<file path="src/fetch_config.svh">
`ifndef FETCH_CONFIG_SVH
`define FETCH_CONFIG_SVH

// instruction words per fetch group
`define FETCH_WIDTH 4

// predicted branches allowed in flight
`define MAX_BRANCHES 2

// groups buffered between fetch and issue
`define QUEUE_DEPTH 4

// word address width
`define PC_WIDTH 16

`endif
</file>
<file path="src/isa_pkg.sv">
`default_nettype none

package isa_pkg;

   // jump, top nibble all ones
   localparam logic [3:0] OP_JUMP = 4'b1111;
   // conditional branch class
   localparam logic [1:0] BR_CLASS = 2'b10;
   // condition 00 in the branch class is not a branch
   localparam logic [1:0] BR_COND_NONE = 2'b00;
   // jump mode, target taken from the word itself
   localparam logic [1:0] JMODE_IMM = 2'b00;

   // jump word, low bits select immediate or register target
   typedef struct packed {
      logic [3:0] opcode;
      logic [9:0] target;
      logic [1:0] mode;
   } jump_fmt_t;

   // branch word, word offset relative to the branch pc
   typedef struct packed {
      logic [1:0]        cls;
      logic [1:0]        cond;
      logic [3:0]        rs;
      logic signed [7:0] offset;
   } branch_fmt_t;

   // one word seen through both formats during classification
   typedef union packed {
      jump_fmt_t   jmp;
      branch_fmt_t br;
   } inst_u;

endpackage

`default_nettype wire

</file>
<file path="src/fetch_pkg.sv">
`default_nettype none
`include "fetch_config.svh"

package fetch_pkg;

   // one bit per slot
   // set while the slot still has to issue
   typedef logic [`FETCH_WIDTH-1:0] slot_mask_t;

   // filtered group as produced by the branch handler
   // words[0] sits at pc, words[i] at pc + i
   typedef struct packed {
      logic [`PC_WIDTH-1:0]              pc;
      isa_pkg::inst_u [`FETCH_WIDTH-1:0] words;
      slot_mask_t                        keep;
   } fetch_group_t;

endpackage

`default_nettype wire

</file>
<file path="src/fetch_group_if.sv">
`timescale 1ns/1ps
`default_nettype none

interface fetch_group_if;

   // transfer on an edge with valid and ready both high
   logic                    valid;
   logic                    ready;
   // held stable by the source until accepted
   fetch_pkg::fetch_group_t data;

   // producer side
   modport src (
      output valid,
      output data,
      input  ready
   );

   // consumer side
   modport dst (
      input  valid,
      input  data,
      output ready
   );

endinterface

`default_nettype wire

</file>
<file path="src/fetch_top.sv">
`timescale 1ns/1ps
`default_nettype none
`include "fetch_config.svh"

module fetch_top (
   input  logic                       clk,
   input  logic                       rst_n,
   // wishbone classic, read only
   output logic                       wb_cyc,
   output logic                       wb_stb,
   output logic [`PC_WIDTH-1:0]       wb_adr,
   input  logic [`FETCH_WIDTH*16-1:0] wb_dat_i,
   input  logic                       wb_ack,
   // issue stream
   output logic                       issue_valid,
   input  logic                       issue_ready,
   output logic [15:0]                issue_inst,
   output logic [`PC_WIDTH-1:0]       issue_pc,
   // back end
   input  logic                       branch_retire,
   input  logic                       retire_mispredict,
   input  logic [`PC_WIDTH-1:0]       retire_pc,
   input  logic                       jump_resolve_valid,
   input  logic [`PC_WIDTH-1:0]       jump_resolve_pc,
   output logic                       branch_hold
);

   // wrong path, drop everything buffered
   logic flush;

   fetch_group_if q_in ();
   fetch_group_if q_out ();

   assign flush = branch_retire && retire_mispredict;

   fetch_unit i_fetch_unit (
      .clk                (clk),
      .rst_n              (rst_n),
      .wb_cyc             (wb_cyc),
      .wb_stb             (wb_stb),
      .wb_adr             (wb_adr),
      .wb_dat_i           (wb_dat_i),
      .wb_ack             (wb_ack),
      .jump_resolve_valid (jump_resolve_valid),
      .jump_resolve_pc    (jump_resolve_pc),
      .retire             (branch_retire),
      .mispredict         (retire_mispredict),
      .retire_pc          (retire_pc),
      .hold               (branch_hold),
      .grp                (q_in)
   );

   fetch_queue #(
      .DEPTH (`QUEUE_DEPTH)
   ) i_fetch_queue (
      .clk     (clk),
      .rst_n   (rst_n),
      .flush   (flush),
      .in_grp  (q_in),
      .out_grp (q_out)
   );

   group_issue i_group_issue (
      .clk         (clk),
      .rst_n       (rst_n),
      .flush       (flush),
      .grp         (q_out),
      .issue_valid (issue_valid),
      .issue_ready (issue_ready),
      .issue_inst  (issue_inst),
      .issue_pc    (issue_pc)
   );

endmodule

`default_nettype wire

</file>
<file path="src/group_issue.sv">
`timescale 1ns/1ps
`default_nettype none
`include "fetch_config.svh"

module group_issue (
   input  logic                 clk,
   input  logic                 rst_n,
   input  logic                 flush,
   fetch_group_if.dst           grp,
   output logic                 issue_valid,
   input  logic                 issue_ready,
   output logic [15:0]          issue_inst,
   output logic [`PC_WIDTH-1:0] issue_pc
);

   localparam int FW = `FETCH_WIDTH;
   localparam int PW = `PC_WIDTH;
   localparam int SW = $clog2(FW);

   fetch_pkg::fetch_group_t cur;
   // slots still to issue
   fetch_pkg::slot_mask_t   rem;
   logic [SW-1:0]           sel;
   logic                    load;

   // idle once every kept slot has gone out
   assign grp.ready   = rem == '0;
   assign load        = grp.valid && grp.ready;
   assign issue_valid = rem != '0;

   // lowest remaining slot, nops are never in rem
   always_comb begin
      sel = '0;
      for (int i = FW - 1; i >= 0; i--) begin
         if (rem[i]) begin
            sel = SW'(i);
         end
      end
   end

   assign issue_inst = cur.words[sel];
   assign issue_pc   = cur.pc + PW'(sel);

   always_ff @(posedge clk) begin
      if (load) begin
         cur <= grp.data;
      end
   end

   always_ff @(posedge clk or negedge rst_n) begin
      if (!rst_n) begin
         rem <= '0;
      end else if (flush) begin
         rem <= '0;
      end else if (load) begin
         rem <= grp.data.keep;
      end else if (issue_valid && issue_ready) begin
         rem[sel] <= 1'b0;
      end
   end

endmodule

`default_nettype wire

</file>
<file path="src/fetch_queue.sv">
`timescale 1ns/1ps
`default_nettype none
`include "fetch_config.svh"

module fetch_queue #(
   parameter int DEPTH = `QUEUE_DEPTH
) (
   input  logic       clk,
   input  logic       rst_n,
   input  logic       flush,
   fetch_group_if.dst in_grp,
   fetch_group_if.src out_grp
);

   localparam int AW = (DEPTH > 1) ? $clog2(DEPTH) : 1;
   localparam int CW = $clog2(DEPTH + 1);

   fetch_pkg::fetch_group_t mem [DEPTH];
   logic [AW-1:0]           wr_ptr;
   logic [AW-1:0]           rd_ptr;
   logic [CW-1:0]           count;
   logic                    push;
   logic                    pop;

   // wrap for any depth
   function automatic logic [AW-1:0] next_ptr(input logic [AW-1:0] p);
      return (p == AW'(DEPTH - 1)) ? '0 : p + 1'b1;
   endfunction

   assign in_grp.ready  = count != CW'(DEPTH);
   assign out_grp.valid = count != '0;
   assign out_grp.data  = mem[rd_ptr];
   assign push          = in_grp.valid && in_grp.ready;
   assign pop           = out_grp.valid && out_grp.ready;

   always_ff @(posedge clk) begin
      if (push) begin
         mem[wr_ptr] <= in_grp.data;
      end
   end

   // pointers and fill level
   always_ff @(posedge clk or negedge rst_n) begin
      if (!rst_n) begin
         wr_ptr <= '0;
         rd_ptr <= '0;
         count  <= '0;
      end else if (flush) begin
         wr_ptr <= '0;
         rd_ptr <= '0;
         count  <= '0;
      end else begin
         if (push) begin
            wr_ptr <= next_ptr(wr_ptr);
         end
         if (pop) begin
            rd_ptr <= next_ptr(rd_ptr);
         end
         count <= count + CW'(push) - CW'(pop);
      end
   end

endmodule

`default_nettype wire

</file>
<file path="src/fetch_unit.sv">
`timescale 1ns/1ps
`default_nettype none
`include "fetch_config.svh"

module fetch_unit (
   input  logic                       clk,
   input  logic                       rst_n,
   output logic                       wb_cyc,
   output logic                       wb_stb,
   output logic [`PC_WIDTH-1:0]       wb_adr,
   input  logic [`FETCH_WIDTH*16-1:0] wb_dat_i,
   input  logic                       wb_ack,
   input  logic                       jump_resolve_valid,
   input  logic [`PC_WIDTH-1:0]       jump_resolve_pc,
   input  logic                       retire,
   input  logic                       mispredict,
   input  logic [`PC_WIDTH-1:0]       retire_pc,
   output logic                       hold,
   fetch_group_if.src                 grp
);

   typedef enum logic [1:0] {S_IDLE, S_BUS, S_JUMP, S_HELD} state_t;

   state_t                            state;
   logic [`PC_WIDTH-1:0]              pc;
   // data of the current bus cycle is from the wrong path
   logic                              drop;
   logic                              redirect;
   logic                              push;
   isa_pkg::inst_u [`FETCH_WIDTH-1:0] words;
   fetch_pkg::slot_mask_t             keep_mask;
   logic [`PC_WIDTH-1:0]              next_pc;
   logic                              wait_jump;

   assign redirect = retire && mispredict;
   // slot 0 in the low word
   assign words    = wb_dat_i;
   assign wb_stb   = wb_cyc;

   // queue entry reserved before cyc, so the push lands on the ack edge
   assign grp.valid = state == S_BUS && wb_ack && !drop && !redirect;
   assign grp.data  = '{pc: wb_adr, words: words, keep: keep_mask};
   assign push      = grp.valid && grp.ready;

   branch_handler i_branch_handler (
      .clk          (clk),
      .rst_n        (rst_n),
      .group_pc     (wb_adr),
      .group_words  (words),
      .group_accept (push),
      .retire       (retire),
      .mispredict   (mispredict),
      .keep_mask    (keep_mask),
      .next_pc      (next_pc),
      .wait_jump    (wait_jump),
      .hold         (hold)
   );

   //////////////////////////////////////////////////
   // request FSM and pc
   //////////////////////////////////////////////////

   always_ff @(posedge clk or negedge rst_n) begin
      if (!rst_n) begin
         state  <= S_IDLE;
         pc     <= '0;
         wb_cyc <= 1'b0;
         wb_adr <= '0;
         drop   <= 1'b0;
      end else begin
         case (state)
            S_IDLE: begin
               if (redirect) begin
                  pc <= retire_pc;
               end else if (hold) begin
                  state <= S_HELD;
               end else if (grp.ready) begin
                  // address frozen for the whole cycle
                  state  <= S_BUS;
                  wb_cyc <= 1'b1;
                  wb_adr <= pc;
               end
            end
            S_BUS: begin
               if (wb_ack) begin
                  wb_cyc <= 1'b0;
                  drop   <= 1'b0;
                  state  <= S_IDLE;
                  if (redirect) begin
                     pc <= retire_pc;
                  end else if (!drop) begin
                     pc <= next_pc;
                     if (wait_jump) begin
                        state <= S_JUMP;
                     end
                  end
               end else if (redirect) begin
                  // stale data still in flight, discard at ack
                  drop <= 1'b1;
                  pc   <= retire_pc;
               end
            end
            S_JUMP: begin
               if (redirect) begin
                  pc    <= retire_pc;
                  state <= S_IDLE;
               end else if (jump_resolve_valid) begin
                  pc    <= jump_resolve_pc;
                  state <= S_IDLE;
               end
            end
            S_HELD: begin
               // branch limit, wait for a retire
               if (redirect) begin
                  pc    <= retire_pc;
                  state <= S_IDLE;
               end else if (!hold) begin
                  state <= S_IDLE;
               end
            end
            default: state <= S_IDLE;
         endcase
      end
   end

endmodule

`default_nettype wire

</file>
<file path="src/branch_handler.sv">
`timescale 1ns/1ps
`default_nettype none
`include "fetch_config.svh"

module branch_handler (
   input  logic                              clk,
   input  logic                              rst_n,
   input  logic [`PC_WIDTH-1:0]              group_pc,
   input  isa_pkg::inst_u [`FETCH_WIDTH-1:0] group_words,
   input  logic                              group_accept,
   input  logic                              retire,
   input  logic                              mispredict,
   output fetch_pkg::slot_mask_t             keep_mask,
   output logic [`PC_WIDTH-1:0]              next_pc,
   output logic                              wait_jump,
   output logic                              hold
);

   localparam int FW    = `FETCH_WIDTH;
   localparam int PW    = `PC_WIDTH;
   localparam int CNT_W = $clog2(`MAX_BRANCHES + 1);

   // branches predicted and not yet retired
   logic [CNT_W-1:0] br_cnt;
   // count after the last surviving slot of this group
   logic [CNT_W-1:0] run_cnt;
   // a branch over the limit was cut
   logic             cut;
   logic [FW-1:0]    is_jump;
   logic [FW-1:0]    is_imm_jump;
   logic [FW-1:0]    is_branch;
   logic [FW-1:0]    is_taken;

   //////////////////////////////////////////////////
   // slot classification
   //////////////////////////////////////////////////

   always_comb begin
      for (int i = 0; i < FW; i++) begin
         is_jump[i]     = group_words[i].jmp.opcode == isa_pkg::OP_JUMP;
         is_imm_jump[i] = is_jump[i] && group_words[i].jmp.mode == isa_pkg::JMODE_IMM;
         is_branch[i]   = group_words[i].br.cls == isa_pkg::BR_CLASS &&
                          group_words[i].br.cond != isa_pkg::BR_COND_NONE;
         // static prediction, backward branches taken
         is_taken[i]    = is_branch[i] && group_words[i].br.offset[7];
      end
   end

   //////////////////////////////////////////////////
   // cascaded nop mask and next pc
   //////////////////////////////////////////////////

   always_comb begin : scan
      logic          alive;
      logic [PW-1:0] slot_pc;
      alive     = 1'b1;
      run_cnt   = br_cnt;
      cut       = 1'b0;
      wait_jump = 1'b0;
      keep_mask = '0;
      // straight line by default
      next_pc   = group_pc + PW'(FW);
      for (int i = 0; i < FW; i++) begin
         slot_pc = group_pc + PW'(i);
         // once a slot redirects, everything after it is a nop
         if (alive) begin
            if (is_branch[i] && run_cnt >= CNT_W'(`MAX_BRANCHES)) begin
               // over the limit, refetch from this branch after a retire
               cut     = 1'b1;
               alive   = 1'b0;
               next_pc = slot_pc;
            end else begin
               keep_mask[i] = 1'b1;
               if (is_branch[i]) begin
                  run_cnt = run_cnt + 1'b1;
               end
               if (is_taken[i]) begin
                  alive   = 1'b0;
                  next_pc = slot_pc + {{(PW - 8){group_words[i].br.offset[7]}},
                                       group_words[i].br.offset};
               end else if (is_imm_jump[i]) begin
                  // target replaces the low bits, page kept
                  alive   = 1'b0;
                  next_pc = {slot_pc[PW-1:10], group_words[i].jmp.target};
               end else if (is_jump[i]) begin
                  // register target comes from the back end
                  alive     = 1'b0;
                  wait_jump = 1'b1;
               end
            end
         end
      end
   end

   //////////////////////////////////////////////////
   // branch count and hold
   //////////////////////////////////////////////////

   always_ff @(posedge clk or negedge rst_n) begin
      if (!rst_n) begin
         br_cnt <= '0;
         hold   <= 1'b0;
      end else if (retire && mispredict) begin
         // wrong path, nothing younger survives
         br_cnt <= '0;
         hold   <= 1'b0;
      end else if (retire) begin
         // branches of a group accepted this cycle still count
         if (group_accept && run_cnt != '0) begin
            br_cnt <= run_cnt - 1'b1;
         end else if (!group_accept && br_cnt != '0) begin
            br_cnt <= br_cnt - 1'b1;
         end
         hold <= 1'b0;
      end else if (group_accept) begin
         br_cnt <= run_cnt;
         if (cut) begin
            hold <= 1'b1;
         end
      end
   end

endmodule

`default_nettype wire

</file>
<file path="config.mk">
export PLATFORM = sky130hd
export DESIGN_NAME = fetch_top
export DESIGN_NICKNAME = d
export VERILOG_FILES = /design/src/isa_pkg.sv /design/src/fetch_pkg.sv /design/src/fetch_group_if.sv /design/src/fetch_top.sv /design/src/group_issue.sv /design/src/fetch_queue.sv /design/src/fetch_unit.sv /design/src/branch_handler.sv
export VERILOG_INCLUDE_DIRS = /design/src
export SDC_FILE = /design/constraint.sdc
export NUM_CORES = 1
export LEC_CHECK = 0
export BUFFER_PORTS_ARGS = -buffer_cell sky130_fd_sc_hd__buf_2
export CORE_ASPECT_RATIO = 0.7
export CORE_UTILIZATION = 55
export DETAILED_ROUTE_END_ITERATION = 8
export HOLD_SLACK_MARGIN = 0.03
export PLACE_DENSITY = 0.78
export SYNTH_ARGS = -nofsm -noshare
export SYNTH_HDL_FRONTEND = slang
export SYNTH_SLANG_ARGS = --single-unit
</file>
<file path="constraint.sdc">
create_clock -name clk -period 8.8 [get_ports clk]
set_input_delay 0.44 -clock clk [delete_from_list [all_inputs] [get_ports clk]]
set_output_delay 0.44 -clock clk [all_outputs]
set_load 0.05 [all_outputs]
</file>
==> results.json <==
{
  "rsz0062_at_grt": "no",
  "worst_slew_margin_rel_pct": 25.4,
  "grt_usage_pct": 33.4,
  "drt-total-wl_um": 75500,
  "place_ws_ns": 4.00,
  "cts-root-buf": "clkbuf_16",
  "finalMaxSlewViolations": 0,
  "cts_tree": "yes",
  "area_growth_pct": 11.6,
  "tightestPinTransition_ns": 1.11,
  "slowest_stage": "dfrtp_1",
  "cts_resized": 0,
  "fin_crit_sh_pct": 56.1,
  "cp_common_cell": "ha_1",
  "layout_setup_ws_ns": 3.86,
  "pin_count": 155,
  "die_x_um": 254,
  "min_period_ns": 4.94,
  "crit_family": "compound AO/OA/AOI/OAI gates",
  "synth_area_um2": 24400,
  "gp_congestion": 1.00,
  "ys.flop_type": "edfxtp_1",
  "drive_gt1_share_pct": 19.3,
  "fp.dieH_um": 178,
  "dp_hpwl_um": 52800,
  "postRouteAntennaNets": 0,
  "hold_ws_ns": 0.132,
  "drtIter0Drc": 2338,
  "yosys.area.top_type": "edfxtp_1",
  "grt_first_pass_wirelength_um": 109000,
  "port_buffers": 154,
  "path_buf_inv": 0,
  "hold_path.class": "primary input to flop",
  "start_util_pct": 55.9,
  "clkSinkCount": 466,
  "met3WireLength_um": 8800,
  "synth-edff-count": 416,
  "cp_data_required_time_ns": 9.29,
  "status": "complete, no violations",
  "cts_buffers": 44,
  "synth-seq-area-share_pct": 56.2,
  "fp-row-count": 64,
  "async_flop_share_pct": 10.7,
  "core-area_um2": 43700,
  "syn_avg_cell_area_um2": 12.8,
  "die_area_um2": 45300,
  "post-route-util_pct": 62.3,
  "met2WireLength_um": 33000,
  "maxCapViolCount": 0,
  "synth.top_cell.area_share_pct": 51.1,
  "avgViaCountPerCell": 6.64,
  "path_cells": "ha_1 > nand2_1 > nor2_1 > xor2_1 > ha_1 > o211ai_1 > o21ai_0 > o311ai_0 > a31oi_1 > o41ai_1 > xnor2_1 > a32oi_1 > a2111o_1 > a41oi_1",
  "drc_errors": 0,
  "end_kind": "flop",
  "fmax_ghz": 0.203,
  "wire_per_inst_um": 28.3,
  "num_vias": 17700,
  "critical_path.startpoint_type": "flop",
  "overflow": 0,
  "synth_seq_cells": 466,
  "p_per_area_nw_per_um2": 374,
  "cts_setup_buffers": 0,
  "grt_max_degree": 52,
  "clock_latency_ns": 0.58,
  "maxUsedRoutingLayer": "met5",
  "yosys_warnings": 0,
  "synthCells": 1907,
  "wl_met1_um": 32100,
  "h-tree-depth": 2,
  "synth.distinct_cells": 94,
  "grt_pass1_vias": 16700,
  "cp_slowest_stage_delay_ns": 0.97,
  "cp.arrival_ns": 5.42,
  "syn_nets": 2103,
  "setup_viol": 0,
  "clk_pin_slew_ns": 0.07,
  "drtPass1Iterations": 6,
  "crit_fanout": 19,
  "nets": 2228,
  "fin_setup_tns_ns": 0,
  "synth.area.top_cells": "edfxtp_1, mux4_2, dfrtp_1, ha_1, a21oi_1",
  "cts_hold_buffers": 1,
  "leakage_nw": 9.75,
  "cts_buffer_depth": 3,
  "worstSetupPathType": "flop to flop",
  "grt_antenna_before_repair": 5,
  "finalHoldViolCount": 0,
  "peakVddDrop_mv": 0.241,
  "fin_skew_ns": 0.0257
}
[cells in the final DEF (no fill, tap or decap), types with 13 or more instances in the layout]
master	netlist	layout
a21o_1	21	21
nand3_1	22	22
a31oi_1	21	21
nor4_1	13	13
nand2_1	155	155
nand4_1	27	27
clkbuf_16	0	44
o21a_1	13	13
buf_2	4	154
o221ai_1	15	15
a22oi_1	25	25
mux4_2	84	84
inv_1	35	35
nor2_1	116	115
a211oi_1	28	28
buf_4	18	37
xnor2_1	68	68
mux2i_1	23	23
dfrtp_1	50	48
o22ai_1	13	13
and3_1	16	16
and2_1	17	13
xor2_1	41	41
mux2_2	16	16
edfxtp_1	416	416
a221oi_1	22	22
nor3_1	41	41
a21oi_1	138	138
o21ai_0	88	88
ha_1	87	87
o211ai_1	19	19
[sequential cells by signal, indices dropped and copies added, names as in the netlist]
register and flops:
i_fetch_queue.mem 336, i_group_issue.cur 80, i_fetch_unit.pc 16, i_fetch_unit.wb_adr 16
i_group_issue.rem 4, i_fetch_queue.count 3, i_fetch_queue.rd_ptr 2, i_fetch_queue.wr_ptr 2
i_fetch_unit.i_branch_handler.br_cnt 2, i_fetch_unit.state 2, i_fetch_unit.drop 1, i_fetch_unit.i_branch_handler.hold 1
i_fetch_unit.wb_cyc 1
[where the power goes]
part | internal (mW) | total (mW) | switching [mW]
Combinational | 1.64 | 4.75 | 3.11
Clock | 1.09 | 1.94 | 0.848
Sequential | 3.04 | 3.51 | 0.474
[final cells by class]
cell class                 instances  area [um^2]
fill                            3347        16500
antenna                            1         2.50
multi-input combinational       1292        10100
inverter                          36          135
timing repair buffer             192         1060
clock inverter                    25          320
sequential                       466        13800
tap                              594          743
clock buffer                      56         1160
[per-stage QoR]
stage / area, um^2 / cells / total power [mW]
floorplan: 24400 / 1907 / 6.77
global placement: 25800 / 2579 / 8.09
detailed placement: 25800 / 2579 / 8.17
CTS: 27300 / 2661 / 10.1
global route: 27300 / 2662 / 10.7
finish: 27300 / 2662 / 10.2
[cells in the mapped netlist, types with 13 or more instances]
master and instances:
nor4_1 13, buf_4 18, mux4_2 84, buf_1 19, nor2_1 116, xor2_1 41, nand2_1 155, nor3_1 41
inv_1 35, a21o_1 21, o221ai_1 15, nand4_1 27, a21oi_1 138, nand3_1 22, and2_1 17, a221oi_1 22
o21a_1 13, o211ai_1 19, o21ai_0 88, clkbuf_1 72, ha_1 87, a22oi_1 25, xnor2_1 68, edfxtp_1 416
a31oi_1 21, and3_1 16, a211oi_1 28, mux2i_1 23, o22ai_1 13, dfrtp_1 50, mux2_2 16
[layer usage]
metal | track usage [%] | up-vias
li1 | - | 7711
met1 | 50.1 | 8841
met2 | 48.4 | 1031
met3 | 9.34 | 98
met4 | 7.68 | 2
met5 | 0 | -
[cell families (layout without fill, tap and decap cells)]
| family | after synthesis | in the layout | synth area share, % |
|---|---|---|---|
| XOR/XNOR | 109 | 109 | 3.91 |
| AND/OR/NAND/NOR | 472 | 472 | 9.22 |
| other | 0 | 1 | 0 |
| flip-flops | 466 | 466 | 56.2 |
| adder cells (fa/ha/maj) | 93 | 93 | 4.95 |
| multiplexers | 124 | 124 | 9.47 |
| buffers and inverters | 149 | 309 | 2.59 |
| AO/OA/AOI/OAI | 494 | 494 | 13.6 |
[worst paths after layout]
| kind | from | endpoint | slack (ns) | cells after the start |
|---|---|---|---|---|
| worst max-delay path | i_fetch_unit.wb_adr[2] | i_fetch_unit.pc[14] | 3.86 | 14 |
| worst min-delay path | wb_dat_i[62] | i_fetch_queue.mem[3][66] | 0.13 | 1 |
| worst max register to register | i_fetch_unit.wb_adr[2] | i_fetch_unit.pc[14] | 3.86 | 14 |
| worst min register to register | i_fetch_unit.wb_adr[9] | i_fetch_unit.wb_adr[9] | 0.52 | 1 |
| max in group asynchronous | rst_n | i_fetch_queue.rd_ptr[0] | 7.68 | 3 |
| min in group asynchronous | rst_n | i_fetch_unit.pc[7] | 0.55 | 3 |
Note: power is estimated with default switching activity, not from simulation.
